==> config.mk <==
export PLATFORM = sky130hd
export DESIGN_NAME = recip_unit
export DESIGN_NICKNAME = d
export VERILOG_FILES = /design/src/fixed_point_pkg.sv /design/src/recip_unit.sv /design/src/recip_cfg.sv /design/src/recip_postscale.sv /design/src/recip_refine.sv /design/src/recip_seed.sv /design/src/recip_prescale.sv /design/src/lzc.sv
export SDC_FILE = /design/constraint.sdc
export NUM_CORES = 2
export LEC_CHECK = 0
export ABC_AREA = 1
export ABC_CLOCK_PERIOD_IN_PS = 14800
export BUFFER_PORTS_ARGS = -buffer_cell sky130_fd_sc_hd__buf_2
export CAP_MARGIN = 10
export CORE_ASPECT_RATIO = 1.4
export CORE_MARGIN = 2
export CORE_UTILIZATION = 32
export CTS_BUF_LIST = sky130_fd_sc_hd__clkbuf_4
export CTS_CLUSTER_DIAMETER = 60
export DETAILED_ROUTE_END_ITERATION = 10
export GPL_ROUTABILITY_DRIVEN = 0
export GPL_TIMING_DRIVEN = 0
export PLACE_DENSITY = 0.42
export SKIP_CTS_REPAIR_TIMING = 1
export SYNTH_ARGS = -nofsm -noshare
export SYNTH_HDL_FRONTEND = slang
export SYNTH_HIERARCHICAL = 1
export SYNTH_SLANG_ARGS = --single-unit
==> constraint.sdc <==
create_clock -name clk -period 14.8 [get_ports clk]
set_input_delay 2.96 -clock clk [delete_from_list [all_inputs] [get_ports clk]]
set_output_delay 2.96 -clock clk [all_outputs]
set_load 0.03 [all_outputs]
==> src/fixed_point_pkg.sv <==
/*
  Q10.10 data format and the internal mantissa formats of the reciprocal pipeline.
  Widths are fixed here; only the leading zero counter takes a width parameter.
*/
package fixed_point_pkg;

  // data word format, signed Q10.10
  localparam int Q_INT  = 10;
  localparam int Q_FRAC = 10;
  localparam int FIX_W  = Q_INT + Q_FRAC;

  typedef logic signed [FIX_W-1:0] fix_t;

  // leading zero count, 0..FIX_W
  typedef logic [4:0] lzc_t;

  // normalized magnitude, unsigned 0.20 with the top bit set
  localparam int MANT_W = 20;

  typedef logic [MANT_W-1:0] mant_t;

  // reciprocal mantissa, unsigned Q2.16
  localparam int RECIP_FRAC = 16;

  typedef logic [RECIP_FRAC+1:0] rmant_t;

  // saturation magnitude of the output
  localparam fix_t FIX_MAX = fix_t'((1 << (FIX_W - 1)) - 1);

endpackage
==> src/recip_unit.sv <==
/*
  Pipelined Q10.10 reciprocal, 4 cycles from in_valid to out_valid, no stalls.
  Change the configuration only while the pipeline is empty.
*/
`timescale 1ns/100ps

module recip_unit (
  input  logic                     clk,
  input  logic                     rst,
  input  logic                     in_valid,
  input  fixed_point_pkg::fix_t    in_data,
  output logic                     out_valid,
  output fixed_point_pkg::fix_t    out_data,
  output logic                     out_sat,
  input  logic                     cfg_we,
  input  logic                     cfg_refine,
  output logic                     refine_en,
  output logic                     sat_sticky
);

  import fixed_point_pkg::*;

  logic   pre_valid, pre_sign, pre_zero;
  lzc_t   pre_count;
  mant_t  pre_mant;

  logic   seed_valid, seed_sign, seed_zero;
  lzc_t   seed_count;
  mant_t  seed_mant;
  rmant_t seed_recip;

  logic   ref_valid, ref_sign, ref_zero;
  lzc_t   ref_count;
  rmant_t ref_recip;

  logic   sat_event;

  recip_cfg u_cfg (
    .clk        (clk),
    .rst        (rst),
    .cfg_we     (cfg_we),
    .cfg_refine (cfg_refine),
    .sat_event  (sat_event),
    .refine_en  (refine_en),
    .sat_sticky (sat_sticky)
  );

  recip_prescale #(
    .WIDTH (FIX_W)
  ) u_prescale (
    .clk       (clk),
    .rst       (rst),
    .in_valid  (in_valid),
    .in_data   (in_data),
    .pre_valid (pre_valid),
    .pre_sign  (pre_sign),
    .pre_zero  (pre_zero),
    .pre_count (pre_count),
    .pre_mant  (pre_mant)
  );

  recip_seed u_seed (
    .clk        (clk),
    .rst        (rst),
    .pre_valid  (pre_valid),
    .pre_sign   (pre_sign),
    .pre_zero   (pre_zero),
    .pre_count  (pre_count),
    .pre_mant   (pre_mant),
    .seed_valid (seed_valid),
    .seed_sign  (seed_sign),
    .seed_zero  (seed_zero),
    .seed_count (seed_count),
    .seed_mant  (seed_mant),
    .seed_recip (seed_recip)
  );

  recip_refine u_refine (
    .clk        (clk),
    .rst        (rst),
    .refine_en  (refine_en),
    .seed_valid (seed_valid),
    .seed_sign  (seed_sign),
    .seed_zero  (seed_zero),
    .seed_count (seed_count),
    .seed_mant  (seed_mant),
    .seed_recip (seed_recip),
    .ref_valid  (ref_valid),
    .ref_sign   (ref_sign),
    .ref_zero   (ref_zero),
    .ref_count  (ref_count),
    .ref_recip  (ref_recip)
  );

  recip_postscale u_postscale (
    .clk       (clk),
    .rst       (rst),
    .ref_valid (ref_valid),
    .ref_sign  (ref_sign),
    .ref_zero  (ref_zero),
    .ref_count (ref_count),
    .ref_recip (ref_recip),
    .out_valid (out_valid),
    .out_data  (out_data),
    .out_sat   (out_sat),
    .sat_event (sat_event)
  );

endmodule

==> src/recip_cfg.sv <==
/*
  Refine mode register and sticky saturation flag.
  A cfg_we write clears the flag and wins over a set in the same cycle.
*/
`timescale 1ns/100ps

module recip_cfg (
  input  logic clk,
  input  logic rst,
  input  logic cfg_we,
  input  logic cfg_refine,
  input  logic sat_event,
  output logic refine_en,
  output logic sat_sticky
);

  // refinement is on out of reset
  always_ff @(posedge clk) begin
    if (rst) begin
      refine_en <= 1'b1;
    end else if (cfg_we) begin
      refine_en <= cfg_refine;
    end
  end

  // set lands on the same edge as out_sat
  always_ff @(posedge clk) begin
    if (rst) begin
      sat_sticky <= 1'b0;
    end else if (cfg_we) begin
      sat_sticky <= 1'b0;
    end else if (sat_event) begin
      sat_sticky <= 1'b1;
    end
  end

endmodule

==> src/recip_postscale.sv <==
/*
  Last stage: raw result = recip * 2^(count - 16), truncated, then saturated and signed.
  sat_event is combinational and only valid together with ref_valid.
*/
`timescale 1ns/100ps

module recip_postscale (
  input  logic                     clk,
  input  logic                     rst,
  input  logic                     ref_valid,
  input  logic                     ref_sign,
  input  logic                     ref_zero,
  input  fixed_point_pkg::lzc_t    ref_count,
  input  fixed_point_pkg::rmant_t  ref_recip,
  output logic                     out_valid,
  output fixed_point_pkg::fix_t    out_data,
  output logic                     out_sat,
  output logic                     sat_event
);

  import fixed_point_pkg::*;

  // room for an 18-bit mantissa shifted by up to 20
  localparam int SCALE_W = 40;

  logic [SCALE_W-1:0]            scaled;
  logic [SCALE_W-RECIP_FRAC-1:0] shifted;
  logic                          ovf;
  logic                          sat;
  fix_t                          mag;
  fix_t                          result;

  // shift left by count, then drop the 16 reciprocal fraction bits
  assign scaled  = SCALE_W'(ref_recip) << ref_count;
  assign shifted = scaled[SCALE_W-1:RECIP_FRAC];
  assign ovf     = (shifted > (SCALE_W - RECIP_FRAC)'(FIX_MAX));

  assign sat    = ref_zero | ovf;
  assign mag    = sat ? FIX_MAX : fix_t'(shifted[FIX_W-1:0]);
  assign result = ref_sign ? -mag : mag;

  assign sat_event = ref_valid & sat;

  always_ff @(posedge clk) begin
    if (rst) begin
      out_valid <= 1'b0;
      out_sat   <= 1'b0;
    end else begin
      out_valid <= ref_valid;
      out_sat   <= sat_event;
    end
  end

  always_ff @(posedge clk) begin
    out_data <= result;
  end

endmodule

==> src/recip_refine.sv <==
/*
  Third stage: one optional Newton step g * (2 - m * g), truncating both products.
  refine_en is sampled while the item is in this stage; low forwards the seed as is.
*/
`timescale 1ns/100ps

module recip_refine (
  input  logic                     clk,
  input  logic                     rst,
  input  logic                     refine_en,
  input  logic                     seed_valid,
  input  logic                     seed_sign,
  input  logic                     seed_zero,
  input  fixed_point_pkg::lzc_t    seed_count,
  input  fixed_point_pkg::mant_t   seed_mant,
  input  fixed_point_pkg::rmant_t  seed_recip,
  output logic                     ref_valid,
  output logic                     ref_sign,
  output logic                     ref_zero,
  output fixed_point_pkg::lzc_t    ref_count,
  output fixed_point_pkg::rmant_t  ref_recip
);

  import fixed_point_pkg::*;

  // 2.0 in Q2.16
  localparam rmant_t TWO = rmant_t'(2 << RECIP_FRAC);

  logic [MANT_W+RECIP_FRAC+1:0]  mg_prod;
  rmant_t                        mg;
  rmant_t                        corr;
  logic [2*RECIP_FRAC+3:0]       nr_prod;
  rmant_t                        newton;

  // m * g close to 1.0 once back in Q2.16
  assign mg_prod = seed_mant * seed_recip;
  assign mg      = rmant_t'(mg_prod >> MANT_W);
  assign corr    = TWO - mg;

  // newton undershoots 1/m, so the result stays below 2.0
  assign nr_prod = seed_recip * corr;
  assign newton  = rmant_t'(nr_prod >> RECIP_FRAC);

  always_ff @(posedge clk) begin
    if (rst) begin
      ref_valid <= 1'b0;
    end else begin
      ref_valid <= seed_valid;
    end
  end

  always_ff @(posedge clk) begin
    ref_sign  <= seed_sign;
    ref_zero  <= seed_zero;
    ref_count <= seed_count;
    ref_recip <= refine_en ? newton : seed_recip;
  end

endmodule

==> src/recip_seed.sv <==
/*
  Second stage: linear first guess 48/17 - 32/17 * m of 1/m for m in [0.5, 1).
  Relative error of the guess stays below 1/17; the result is truncated to Q2.16.
*/
`timescale 1ns/100ps

module recip_seed (
  input  logic                     clk,
  input  logic                     rst,
  input  logic                     pre_valid,
  input  logic                     pre_sign,
  input  logic                     pre_zero,
  input  fixed_point_pkg::lzc_t    pre_count,
  input  fixed_point_pkg::mant_t   pre_mant,
  output logic                     seed_valid,
  output logic                     seed_sign,
  output logic                     seed_zero,
  output fixed_point_pkg::lzc_t    seed_count,
  output fixed_point_pkg::mant_t   seed_mant,
  output fixed_point_pkg::rmant_t  seed_recip
);

  import fixed_point_pkg::*;

  // 48/17 and 32/17 in Q2.16
  localparam rmant_t      SEED_OFFSET = 18'd185043;
  localparam logic [16:0] SEED_SLOPE  = 17'd123362;

  logic [MANT_W+16:0] slope_prod;
  rmant_t             guess;

  // slope term in Q2.16 after dropping the mantissa fraction
  assign slope_prod = SEED_SLOPE * pre_mant;
  assign guess      = SEED_OFFSET - rmant_t'(slope_prod >> MANT_W);

  always_ff @(posedge clk) begin
    if (rst) begin
      seed_valid <= 1'b0;
    end else begin
      seed_valid <= pre_valid;
    end
  end

  // mantissa travels on, refine needs it for the newton step
  always_ff @(posedge clk) begin
    seed_sign  <= pre_sign;
    seed_zero  <= pre_zero;
    seed_count <= pre_count;
    seed_mant  <= pre_mant;
    seed_recip <= guess;
  end

endmodule

==> src/recip_prescale.sv <==
/*
  First stage: magnitude, sign and normalization of the Q10.10 input.
  WIDTH is expected to equal FIX_W and MANT_W; the most negative input maps to 2^19.
*/
`timescale 1ns/100ps

module recip_prescale #(
  parameter int WIDTH = fixed_point_pkg::FIX_W
) (
  input  logic                     clk,
  input  logic                     rst,
  input  logic                     in_valid,
  input  fixed_point_pkg::fix_t    in_data,
  output logic                     pre_valid,
  output logic                     pre_sign,
  output logic                     pre_zero,
  output fixed_point_pkg::lzc_t    pre_count,
  output fixed_point_pkg::mant_t   pre_mant
);

  import fixed_point_pkg::*;

  logic [WIDTH-1:0] mag;
  lzc_t             cnt;
  mant_t            mant;
  logic             tiny;

  // two's complement magnitude, unsigned so that -2^19 survives
  assign mag = in_data[WIDTH-1] ? (~in_data + 1'b1) : in_data;

  lzc #(
    .WIDTH (WIDTH)
  ) u_lzc (
    .data  (mag),
    .count (cnt)
  );

  // shift the leading one up to the msb, value lands in [0.5, 1)
  assign mant = mant_t'(mag << cnt);

  // zero, 1 or 2 raw LSBs have a reciprocal above FIX_MAX
  assign tiny = (mag < 3);

  always_ff @(posedge clk) begin
    if (rst) begin
      pre_valid <= 1'b0;
    end else begin
      pre_valid <= in_valid;
    end
  end

  always_ff @(posedge clk) begin
    pre_sign  <= in_data[WIDTH-1];
    pre_zero  <= tiny;
    pre_count <= cnt;
    pre_mant  <= mant;
  end

endmodule

==> src/lzc.sv <==
/*
  Combinational leading zero counter; an all-zero input returns WIDTH.
  WIDTH must not exceed 31 so that the count fits lzc_t.
*/
`timescale 1ns/100ps

module lzc #(
  parameter int WIDTH = fixed_point_pkg::FIX_W
) (
  input  logic [WIDTH-1:0]         data,
  output fixed_point_pkg::lzc_t    count
);

  import fixed_point_pkg::*;

  lzc_t cnt;

  // scan from the lsb upwards so the highest set bit wins
  always_comb begin
    cnt = lzc_t'(WIDTH);
    for (int i = 0; i < WIDTH; i++) begin
      if (data[i]) begin
        cnt = lzc_t'(WIDTH - 1 - i);
      end
    end
  end

  assign count = cnt;

endmodule

==> out/results.ini <==
[critical_path]
cp_slowest_stage_delay_ps = 790
crit_cells = 53
crit_type = reg2reg
r2r_slack_ps = 570
end_kind = flop
worst-r2r-cell-count = 53
crit_arrival_ps = 14740
cp_max_fo = 10
start_kind = flop
critPathRequiredTime_ps = 15310
critPathMostFrequentCell = fa_1
critPathSlowestCell = fa_1
cp.buffers_inverters = 13
critPathTopFamily = adder cells

[global_routing]
antenna_found_initial = 2
track_usage_pct = 23.2
grt_max_degree = 17
grt_pass1_vias = 32700
overflow = 0
grt_first_pass_wirelength_um = 197000

[routing]
drt_wl_total_um = 130000
firstDrtPassIters = 5
ant_nets = 0
wl_per_cell_um = 19.9
route.detailed.drc = 0
drtIter0Drc = 1329
vias_per_cell = 4.67
dr_total_vias = 30500

[layout]
fillers = 12300
finalNonFillerCells = 6528
regArea_um2 = 2510
area_growth_syn_to_layout_pct = 6.80
fin_nets = 6039
multi_input_area_um2 = 27800
drive_gt1_share_pct = 7.62

[synth]
synth_top_area_share_pct = 35.2
synthDistinctLibCells = 59
syn_area_um2 = 36000
yosysWarningCount = 6
synthMostInstantiatedCell = nand2_1
ys_ff_latch = 124
synth_area_leaders = fa_1 35%, nand2_1 14%, inv_1 13%
avgSynthCellArea_um2 = 7.20
synth-edff-count = 0
synth_fp_nets = 5994
synth_cells = 4996
ys_seq_area_share_pct = 6.90
ys.flop_type = dfxtp_1
synthTopCellsByCount = 1,381 x nand2_1, 1,270 x inv_1, 633 x fa_1, 340 x ha_1, 280 x nand3_1
yosysTopAreaCell = fa_1
synthArstFlopShare_pct = 0

[floorplanning]
rows = 145
die_w_um = 287
start_util_pct = 32.2
dieArea_um2 = 115000
core_area_um2 = 112000
num_io_pins = 49
die_y_um = 401

[placement]
port_buffers = 48
dp_hpwl_um = 114000
dp.cells = 6518
place_ws_ps = -1070

[sta]
rsz0062_at_grt = no
max-slew-margin-rel_pct = 12.8
hold_viol_final = 0
final-setup-viol-count = 0
finalSetupTns_ps = 0
maxSlewViolCount = 0
setup_ws_ps = 571
worst_pin_slew_ps = 1310
fin_hold_ws_ps = 341
max_freq_ghz = 0.0703
skew_ps = 34.5
period_share_pct = 96.1
fin_crit_ps = 14230

[cts]
clkTransAtPathRegs_ps = 110
tritoncts = yes
cts_buffers = 17
clock_path_buffers = 2
clk_latency_ps = 710
cts_root_buf = clkbuf_4
cts_max_level = 4
clock-sinks = 124

[hold_path]
holdCritPathClass = reg2reg
hold_depth = 0

[flow_run]
max_cap_viol_count = 0

[status]
status = complete, no violations

worst reg2reg max path, delay by kind of cell (launching register included):
family	cells	cell delay, ps
adders and majority gates	15	7480
and+or+nand+nor	18	2650
buffers and inverters	13	1870
AOI/OAI and AO/OA	7	1480
DFF	1	600
per-layer routing:
| metal | GRT usage (%) | vias to the layer above | wire, um |
|---|---|---|---|
| met5 | 0 | - | 0 |
| met1 | 24.0 | 14900 | 46100 |
| li1 | - | 14700 | - |
| met3 | 1.68 | 239 | 3630 |
| met2 | 45.6 | 567 | 71300 |
| met4 | 12.1 | 0 | 8630 |
path summary, 6_finish.rpt:
| kind | start | to |
|---|---|---|
| worst max register to register | u_seed/seed_recip[16] | u_refine/ref_recip[12] |
| worst max-delay path | u_seed/seed_recip[16] | u_refine/ref_recip[12] |
| worst min register to register | u_seed/seed_zero | u_refine/ref_zero |
| worst min-delay path | u_seed/seed_zero | u_refine/ref_zero |
through the flow:
step | util, % | cell area, um2
after floorplan | - | 36000
after global placement | 34.1 | 38000
after detailed placement | 34.1 | 38100
after CTS | 34.4 | 38400
after global routing | 34.4 | 38400
final | 34.4 | 38400
logic make-up (layout without fill, tap and decap cells):
logic type / Yosys count / count (layout) / synth area share (%)
AO/OA/AOI/OAI: 230 / 230 / 3.67
buffers and inverters: 1480 / 1538 / 15.9
flip-flops: 124 / 124 / 6.90
AND/OR/NAND/NOR: 2149 / 2149 / 25.5
adder cells (fa/ha/maj): 973 / 973 / 47.1
other: 0 / 4 / 0
XOR/XNOR: 40 / 40 / 0.995
cell usage in the layout, fill, tap and decap left out, types with 26 or more instances in the layout:
cell	netlist	final
inv_2	36	36
nand2_1	1381	1381
nand2_2	54	54
nand3_1	280	280
buf_2	25	79
a21oi_1	95	94
clkbuf_2	0	39
inv_1	1270	1269
dfxtp_1	124	105
o21ai_0	53	52
xor2_1	26	26
nor2_2	29	29
fa_1	633	633
nor2_1	271	271
ha_1	340	340
clkbuf_1	103	32
area by class of cell:
| cell class | count | share of cell area [%] |
|---|---|---|
| inverters | 1319 | 12.9 |
| clock inverters | 15 | 0.362 |
| diodes | 4 | 0.0261 |
| repair buffers | 52 | 0.782 |
| well taps | 1470 | 4.79 |
| clock buffers | 17 | 0.332 |
| plain buffers | 135 | 1.92 |
| flip-flops and latches | 124 | 6.53 |
| multi-input cells | 3392 | 72.4 |
registers in the layout, indices dropped and copies added, names as in the netlist, 5 cells and up:
| signal | cells |
|---|---|
| u_postscale/out_data | 20 |
| u_prescale/pre_count | 5 |
| u_prescale/pre_mant | 20 |
| u_refine/ref_count | 5 |
| u_refine/ref_recip | 18 |
| u_seed/seed_count | 5 |
| u_seed/seed_mant | 20 |
| u_seed/seed_recip | 18 |
Power is left out: the tool's default activity adds up to more than one toggle a clock period on the data nets, which glitch-free logic cannot reach.
